[src/verilog/router_pkg.sv]
// Shared constants and types for the packet router core
// Imported by every router module and by the testbench

package router_pkg;

    // Port and datapath sizes
    localparam int NUM_PORTS   = 4;
    localparam int PORT_W      = 2;
    localparam int DATA_W      = 32;

    // Packet buffers
    localparam int FIFO_DEPTH      = 64;
    localparam int FIFO_AW         = 6;
    localparam int MAX_FRAME_WORDS = 16;

    // Forwarding entry is {valid, egress port}
    localparam int FWD_ENTRY_W = 3;

    // Register port
    localparam int REG_ADDR_W = 8;
    localparam int REG_W      = 32;

    localparam logic [REG_W-1:0] ROUTER_ID = 32'h5254_0100;

    typedef enum logic [REG_ADDR_W-1:0] {
        REG_ID        = 8'h00,
        REG_CTRL      = 8'h01,
        REG_FWD0      = 8'h04,
        REG_FWD1      = 8'h05,
        REG_FWD2      = 8'h06,
        REG_FWD3      = 8'h07,
        REG_ING_DROP0 = 8'h08,
        REG_ING_DROP1 = 8'h09,
        REG_ING_DROP2 = 8'h0A,
        REG_ING_DROP3 = 8'h0B,
        REG_EGR_DROP0 = 8'h0C,
        REG_EGR_DROP1 = 8'h0D,
        REG_EGR_DROP2 = 8'h0E,
        REG_EGR_DROP3 = 8'h0F,
        REG_NOROUTE   = 8'h10
    } reg_addr_e;

    typedef enum logic {
        ARB_IDLE,
        ARB_FRAME
    } arb_state_e;

endpackage

[src/verilog/router_forward.sv]
// Forwarding stage: looks up the egress port at start of frame and
// discards frames with no route; one register stage deep

`timescale 1ns/1ps
`default_nettype none

module router_forward
    import router_pkg::*;
(
    input  logic                   clk,
    input  logic                   arst_n,
    input  logic                   fwd_enable,
    input  logic [FWD_ENTRY_W-1:0] fwd_table [NUM_PORTS],
    input  logic [DATA_W-1:0]      bus_tdata,
    input  logic                   bus_tvalid,
    input  logic                   bus_tlast,
    input  logic [PORT_W-1:0]      bus_tport,
    output logic                   bus_tready,
    output logic [DATA_W-1:0]      fwd_tdata,
    output logic                   fwd_tvalid,
    output logic                   fwd_tlast,
    output logic [PORT_W-1:0]      fwd_tdest,
    output logic                   noroute_drop
);

    logic                   in_frame;
    logic                   route_ok;
    logic [PORT_W-1:0]      route_dest;
    logic                   bus_xfer;
    logic                   sof;
    logic                   cur_ok;
    logic [PORT_W-1:0]      cur_dest;
    logic [FWD_ENTRY_W-1:0] entry;

    // Disable only takes hold between frames, so no frame is cut
    assign bus_tready = fwd_enable || in_frame;
    assign bus_xfer   = bus_tvalid && bus_tready;
    assign sof        = bus_xfer && !in_frame;
    assign entry      = fwd_table[bus_tport];

    // First word uses the table, later words the latched copy
    assign cur_ok   = in_frame ? route_ok : entry[FWD_ENTRY_W-1];
    assign cur_dest = in_frame ? route_dest : entry[PORT_W-1:0];

    always_ff @(posedge clk or negedge arst_n) begin
        if (!arst_n) begin
            in_frame     <= 1'b0;
            route_ok     <= 1'b0;
            fwd_tvalid   <= 1'b0;
            noroute_drop <= 1'b0;
        end else begin
            if (bus_xfer) begin
                in_frame <= !bus_tlast;
            end
            if (sof) begin
                route_ok <= entry[FWD_ENTRY_W-1];
            end
            fwd_tvalid   <= bus_xfer && cur_ok;
            noroute_drop <= sof && !entry[FWD_ENTRY_W-1];
        end
    end

    always_ff @(posedge clk) begin
        if (sof) begin
            route_dest <= entry[PORT_W-1:0];
        end
        if (bus_xfer) begin
            fwd_tdata <= bus_tdata;
            fwd_tlast <= bus_tlast;
            fwd_tdest <= cur_dest;
        end
    end

endmodule

`default_nettype wire

[config.mk]
export PLATFORM = sky130hd
export DESIGN_NAME = router_forward
export DESIGN_NICKNAME = d
export VERILOG_FILES = /design/src/verilog/router_pkg.sv /design/src/verilog/router_forward.sv
export SDC_FILE = /design/constraint.sdc
export NUM_CORES = 1
export LEC_CHECK = 0
export ABC_AREA = 0
export ABC_CLOCK_PERIOD_IN_PS = 3800
export BUFFER_PORTS_ARGS = -buffer_cell sky130_fd_sc_hd__buf_2
export CORE_MARGIN = 4
export CORE_UTILIZATION = 25
export CTS_CLUSTER_DIAMETER = 200
export DETAILED_ROUTE_END_ITERATION = 6
export PLACE_DENSITY_LB_ADDON = 0.08
export SLEW_MARGIN = 15
export SYNTH_ARGS = -nofsm -noshare
export SYNTH_HDL_FRONTEND = slang
export SYNTH_SLANG_ARGS = --single-unit
[constraint.sdc]
create_clock -name clk -period 3.8 [get_ports clk]
set_clock_uncertainty 0.05 [all_clocks]
set_input_delay 0.19 -clock clk [delete_from_list [all_inputs] [get_ports clk]]
set_output_delay 0.19 -clock clk [all_outputs]
set_load 0.005 [all_outputs]
==> results.json, run 1 <==
{
  "synth_compound_area_share_pct": 1.47,
  "final_layout_size_suffix_gt1_share_pct": 68.7,
  "finalSetupViolations": 0,
  "slowest_delay_ns": 0.65,
  "cts-resized-gates": 0,
  "cts_sinks": 41,
  "drc": 0,
  "place_area_mm2": 0.00189,
  "fmax_ghz": 0.592,
  "hold_end": "fwd_tdata[30]$_DFFE_PP_",
  "fin_util_pct": 38.5,
  "path_clk_slew_ns": 0.08,
  "crit_type": "register to register",
  "die_area_mm2": 0.00669,
  "drv_slew": 0,
  "post_drt_wl_per_cell_um": 12.8,
  "critPathArrivalTime_ns": 1.55,
  "ys_types": 10,
  "r2r_cells": 2,
  "synth-xor-area-share_pct": 0,
  "r2r_end": "fwd_tdata[3]$_DFFE_PP_",
  "power_per_cell_area_mw_per_mm2": 477,
  "outcome": "completed",
  "clk_latency_ns": 0.28,
  "yosysSeqAreaShare_pct": 89.0,
  "viasPerCell": 3.93,
  "area_growth_pct": 47.2,
  "slowest_stage": "and2_2",
  "tritoncts": "yes",
  "grt_antenna_before_repair": 0,
  "finalWirelength_um": 2820,
  "syn_area_mm2": 0.00136,
  "h-tree-depth": 2,
  "synth_top_cell_by_area": "edfxtp_1",
  "place_congestion": 0.653,
  "synth_area_leaders": "edfxtp_1 (82%), dfrtp_1 (7.4%), mux4_2 (5.0%), mux2_2 (2.5%), a21oi_1 (0.74%)",
  "worstHoldPathCells": 1,
  "synth_top_family_by_area": "multiplexers",
  "endpoint_kind": "register",
  "syn_avg_cell_area_um2": 25.2,
  "start_util_pct": 26.2,
  "relSlewSlack_pct": 48.8,
  "core-area_mm2": 0.00520,
  "cp-start-kind": "register",
  "dr.pass1.iters": 3,
  "rsz0062_at_grt": "false",
  "vdd_drop_max_mv": 0.190,
  "final_nets": 201,
  "grt_max_degree": 36,
  "muxShareOfSynthArea_pct": 7.44,
  "fillers": 511,
  "worstHoldPathType": "input port to register",
  "port_buffers": 88,
  "yosysTopAreaCellShare_pct": 81.6,
  "synthSimpleGateAreaFrac_pct": 2.11,
  "synthAdderAreaFrac_pct": 0,
  "synth.net_count": 105,
  "leakagePower_nw": 0.864,
  "synth_cells": 54,
  "worstSetupStartpoint": "in_frame$_DFFE_PN0P_",
  "crit_fanout": 35,
  "boundaryPins": 89,
  "overflow": 0,
  "vias": 864,
  "path_cells": "or2_2, and2_2",
  "drt_iter0_markers": 30,
  "ys_seq_elements": 41,
  "die_w_um": 81.8,
  "final_antenna_net_count": 0,
  "grt_pass1_wl_um": 3920,
  "rr_startpoint": "in_frame$_DFFE_PN0P_",
  "tightestPinTransition_ns": 0.768,
  "n_antenna_cell": 0,
  "finish.instance_area_mm2": 0.00200,
  "critPathRequiredTime_ns": 3.66,
  "clockBufferDepth": 2,
  "cts_buffers": 5,
  "holdCritStartpoint": "bus_tdata[30]",
  "timing.final.ws_setup_ns": 2.11,
  "r2r_setup_slack_ns": 2.11,
  "grt_pass1_vias": 845,
  "period_share_pct": 44.5,
  "finalHoldViolations": 0,
  "clockRootBuffer": "clkbuf_8",
  "rows": 26,
  "synth_warnings": 0,
  "grt.total_usage_pct": 8.17,
  "die_h_um": 81.8,
  "place_ws_ns": 2.08,
  "fin_crit_ns": 1.69,
  "post_cts_buffers": 0,
  "maxCapViolCount": 0,
  "fin_tns_setup_ns": 0
}
## final cells by class
| cell class | count | area, um^2 | area share, % |
|---|---|---|---|
| clock buffers | 5 | 68.8 | 3.43 |
| multi-input cells | 13 | 151 | 7.55 |
| well taps | 70 | 87.6 | 4.37 |
| clock inverters | 2 | 35.0 | 1.75 |
| flip-flops and latches | 41 | 1210 | 60.4 |
| repair buffers | 89 | 450 | 22.5 |
## worst max-delay path by stage
stage,to,slack [ns],cells after the start
after detailed placement,fwd_tdata[12]$_DFFE_PP_,2.08,2
after floorplan,fwd_tdata[0]$_DFFE_PP_,1.95,2
after global routing,fwd_tdata[8]$_DFFE_PP_,2.00,2
after CTS,fwd_tdest[0]$_DFFE_PP_,2.07,2
final,fwd_tdata[3]$_DFFE_PP_,2.11,2
after global placement,fwd_tdata[18]$_DFFE_PP_,2.16,2
## worst max-delay path: cells and delay by family (launching register included)
kind,cells,cell delay (ns)
simple gates,2,0.81
flops,1,0.45
## logic make-up (layout without fill, tap and decap cells)
logic type	count (synthesis)	count (layout)
AOI/OAI and AO/OA	3	3
muxes	6	6
and+or+nand+nor	4	4
buffers and inverters	0	96
DFF	41	41
## cells in the mapped netlist
library cell and number:
mux4_2 3, dfrtp_1 4, and3b_1 1, a21oi_1 2
a32o_1 1, edfxtp_1 37, mux2_2 3, and2b_1 1
or2_2 1, and2_1 1
## report_power, final
group	internal [mW]	leakage (nW)	switching, mW
Clock	0.191	0.0540	0.139
Sequential	0.529	0.403	0.00909
Combinational	0.0484	0.407	0.0381
Total	0.769	0.864	0.187
## metrics by stage
step / cells / hold slack (ns) / power, mW
after floorplan: 54 / -0.156 / 0.578
after global placement: 212 / -0.0517 / 0.636
after detailed placement: 212 / -0.0506 / 0.637
after CTS: 220 / 0.0183 / 0.969
after global routing: 220 / 0.00283 / 1.00
final: 220 / 0.0273 / 0.955
## routing by layer
metal / GRT usage (%) / wire, um
met1: 8.78 / 1020
met2: 12.9 / 1350
met3: 4.93 / 413
met4: 3.49 / 37
met5: 0 / 0
## flip-flops by register name, indices dropped and copies added (netlist names)
register / cells
fwd_tdata: 32
route_dest: 2
fwd_tlast: 1
route_ok: 1
noroute_drop: 1
fwd_tdest: 2
fwd_tvalid: 1
in_frame: 1
## what timing repair did
action / 4_1_cts / 5_1_grt
setup endpoints to repair: 0 / 0
hold buffers: 1 / 0
endpoints found under the hold margin: 4 / 0
## cells in the final DEF (no fill, tap or decap)
| cell type | n |
|---|---|
| dlygate4sd3_1 | 1 |
| and2b_1 | 1 |
| or2_2 | 1 |
| clkinv_2 | 1 |
| and2_2 | 1 |
| clkbuf_8 | 5 |
| dfrtp_1 | 4 |
| mux2_2 | 3 |
| a32o_1 | 1 |
| and3b_1 | 1 |
| buf_2 | 88 |
| edfxtp_1 | 37 |
| a21oi_1 | 2 |
| mux4_2 | 3 |
| bufinv_16 | 1 |
(Power assumes the default switching activity.)
==> inputs of run 2 (changes only) <==
--- a/config.mk
+++ b/config.mk
@@ -6,7 +6,7 @@
 export NUM_CORES = 1
 export LEC_CHECK = 0
 export ABC_AREA = 0
-export ABC_CLOCK_PERIOD_IN_PS = 3800
+export ABC_CLOCK_PERIOD_IN_PS = 1800
 export BUFFER_PORTS_ARGS = -buffer_cell sky130_fd_sc_hd__buf_2
 export CORE_MARGIN = 4
 export CORE_UTILIZATION = 25
==> constraint.sdc (replaced) <==
create_clock -name clk -period 1.8 [get_ports clk]
set_clock_uncertainty 0.05 [all_clocks]
set_input_delay 0.09 -clock clk [delete_from_list [all_inputs] [get_ports clk]]
set_output_delay 0.09 -clock clk [all_outputs]
set_load 0.005 [all_outputs]
==> run 2 against run 1 <==
  * Critical path depth did not move
  * Routed wire length grew 14%
  * Power grew 100%
  * Final area grew 16%
  * Clock power up 65%
  * Hold slack better by 0.050 ns
  * Critical endpoint is now fwd_tdata[14]$_DFFE_PP_
  * Largest cell class unchanged
  * Largest power group unchanged
==> results.json, run 2 (same netlist as run 1, synthesis figures left out) <==
{
  "area_growth_pct": 71.0,
  "path_clk_slew_ns": 0.07,
  "vdd_drop_max_mv": 0.354,
  "outcome": "completed",
  "fin_crit_ns": 1.54,
  "slowest_stage": "and2_2",
  "period_share_pct": 85.8,
  "n_antenna_cell": 0,
  "die_area_mm2": 0.00669,
  "cts-resized-gates": 0,
  "finalWirelength_um": 3220,
  "finalHoldViolations": 0,
  "slowest_delay_ns": 0.67,
  "leakagePower_nw": 0.995,
  "largest_reg_flops": 32,
  "power_per_cell_area_mw_per_mm2": 829,
  "tritoncts": "yes",
  "r2r_end": "fwd_tdata[14]$_DFFE_PP_",
  "start_util_pct": 26.2,
  "whs_ns": 0.0773,
  "drt_iter0_markers": 69,
  "worstHoldPathType": "input port to asynchronous set/reset pin",
  "grt_antenna_before_repair": 0,
  "clk_latency_ns": 0.28,
  "r2r_setup_slack_ns": 0.26,
  "final_antenna_net_count": 0,
  "grt_pass1_vias": 1051,
  "finalSetupViolations": 0,
  "path_cells": "or2_2, and2_2",
  "die_w_um": 81.8,
  "viasPerCell": 3.86,
  "crit_fanout": 35,
  "cp.depth": 2,
  "grt.total_usage_pct": 9.59,
  "drv_slew": 0,
  "fmax_ghz": 0.648,
  "rsz0062_at_grt": "false",
  "fin_tns_setup_ns": 0,
  "post_drt_wl_per_cell_um": 12.6,
  "tightestPinTransition_ns": 0.798,
  "final_layout_size_suffix_gt1_share_pct": 55.7,
  "post_cts_buffers": 0,
  "critPathArrivalTime_ns": 1.41,
  "port_buffers": 88,
  "grt_pass1_wl_um": 4550,
  "die_h_um": 81.8,
  "top_register": "fwd_tdata",
  "r2r_cells": 2,
  "critPathRequiredTime_ns": 1.66,
  "dr.pass1.iters": 4,
  "crit_family": "simple AND/OR/NAND/NOR gates",
  "maxCapViolCount": 0,
  "layout_common_cells": "buf_2 (88), edfxtp_1 (37), dlygate4sd3_1 (35)",
  "overflow": 0,
  "relSlewSlack_pct": 46.8,
  "cp-start-kind": "register",
  "clockBufferDepth": 2,
  "grt_max_degree": 36,
  "top_regs": "fwd_tdata: 32 flops, fwd_tdest: 2 flops, route_dest: 2 flops",
  "crit_type": "register to register",
  "fillers": 493,
  "ff_latch_area_mm2": 0.00121,
  "vias": 985,
  "cts_sinks": 41,
  "clockRootBuffer": "clkbuf_8",
  "hpwlAfterDp_um": 2270,
  "endpoint_kind": "register",
  "rows": 26,
  "mostFrequentLayoutCell": "buf_2",
  "boundaryPins": 89,
  "place_congestion": 0.656,
  "drc": 0,
  "h-tree-depth": 2,
  "core-area_mm2": 0.00520,
  "multi_input_area_um2": 151,
  "rr_startpoint": "in_frame$_DFFE_PN0P_",
  "cp_num_buf_inv": 0,
  "final_nets": 236,
  "cts_buffers": 5
}
## run 2: worst max-delay path by stage
stage	slack [ns]	to	from
after global placement	0.28	fwd_tdata[9]$_DFFE_PP_	in_frame$_DFFE_PN0P_
after global routing	0.15	fwd_tdata[14]$_DFFE_PP_	in_frame$_DFFE_PN0P_
final	0.26	fwd_tdata[14]$_DFFE_PP_	in_frame$_DFFE_PN0P_
after floorplan	0.31	fwd_tdata[0]$_DFFE_PP_	in_frame$_DFFE_PN0P_
after CTS	0.24	fwd_tdata[12]$_DFFE_PP_	in_frame$_DFFE_PN0P_
after detailed placement	0.25	fwd_tdata[9]$_DFFE_PP_	in_frame$_DFFE_PN0P_
## run 2: layout make-up
cell class                 instances  share of cell area (%)
sequential                        41                    52.0
timing repair buffer             124                    34.3
multi-input combinational         13                    6.50
tap                               70                    3.76
clock buffer                       5                    2.96
clock inverter                     2                   0.484
## run 2: what timing repair did
action / CTS / global route
setup endpoints to repair: 0 / 0
hold buffers: 35 / 0
hold endpoints to repair: 38 / 0
## run 2: worst reg2reg max path, cell delays in order (launching register included)
cell and delay, ns:
dfrtp_1 0.34, or2_2 0.11, and2_2 0.67
## run 2: stage by stage
step / utilization (%) / cell area (um^2) / power [mW] / std cells / setup slack (ns)
after global routing: 44.7 / 2330 / 2.04 / 255 / 0.153
after floorplan: - / 1360 / 1.22 / 54 / 0.312
after CTS: 44.7 / 2330 / 1.97 / 255 / 0.238
final: 44.7 / 2330 / 1.93 / 255 / 0.256
after global placement: 36.5 / 1900 / 1.35 / 213 / 0.282
after detailed placement: 36.5 / 1900 / 1.35 / 213 / 0.246
## run 2: power by group
| part | leakage, nW | switching, mW | internal [mW] |
|---|---|---|---|
| registers | 0.403 | 0.0162 | 1.12 |
| clock network | 0.0377 | 0.284 | 0.260 |
| logic | 0.554 | 0.0970 | 0.155 |
| total | 0.995 | 0.397 | 1.53 |
## run 2: layer usage
metal,share of wire [%],track usage [%],up-vias
met5,0,0,-
met4,0.59,4.98,0
met3,12,5.04,2
met2,52,17.1,53
met1,35,8.70,451
li1,-,-,479
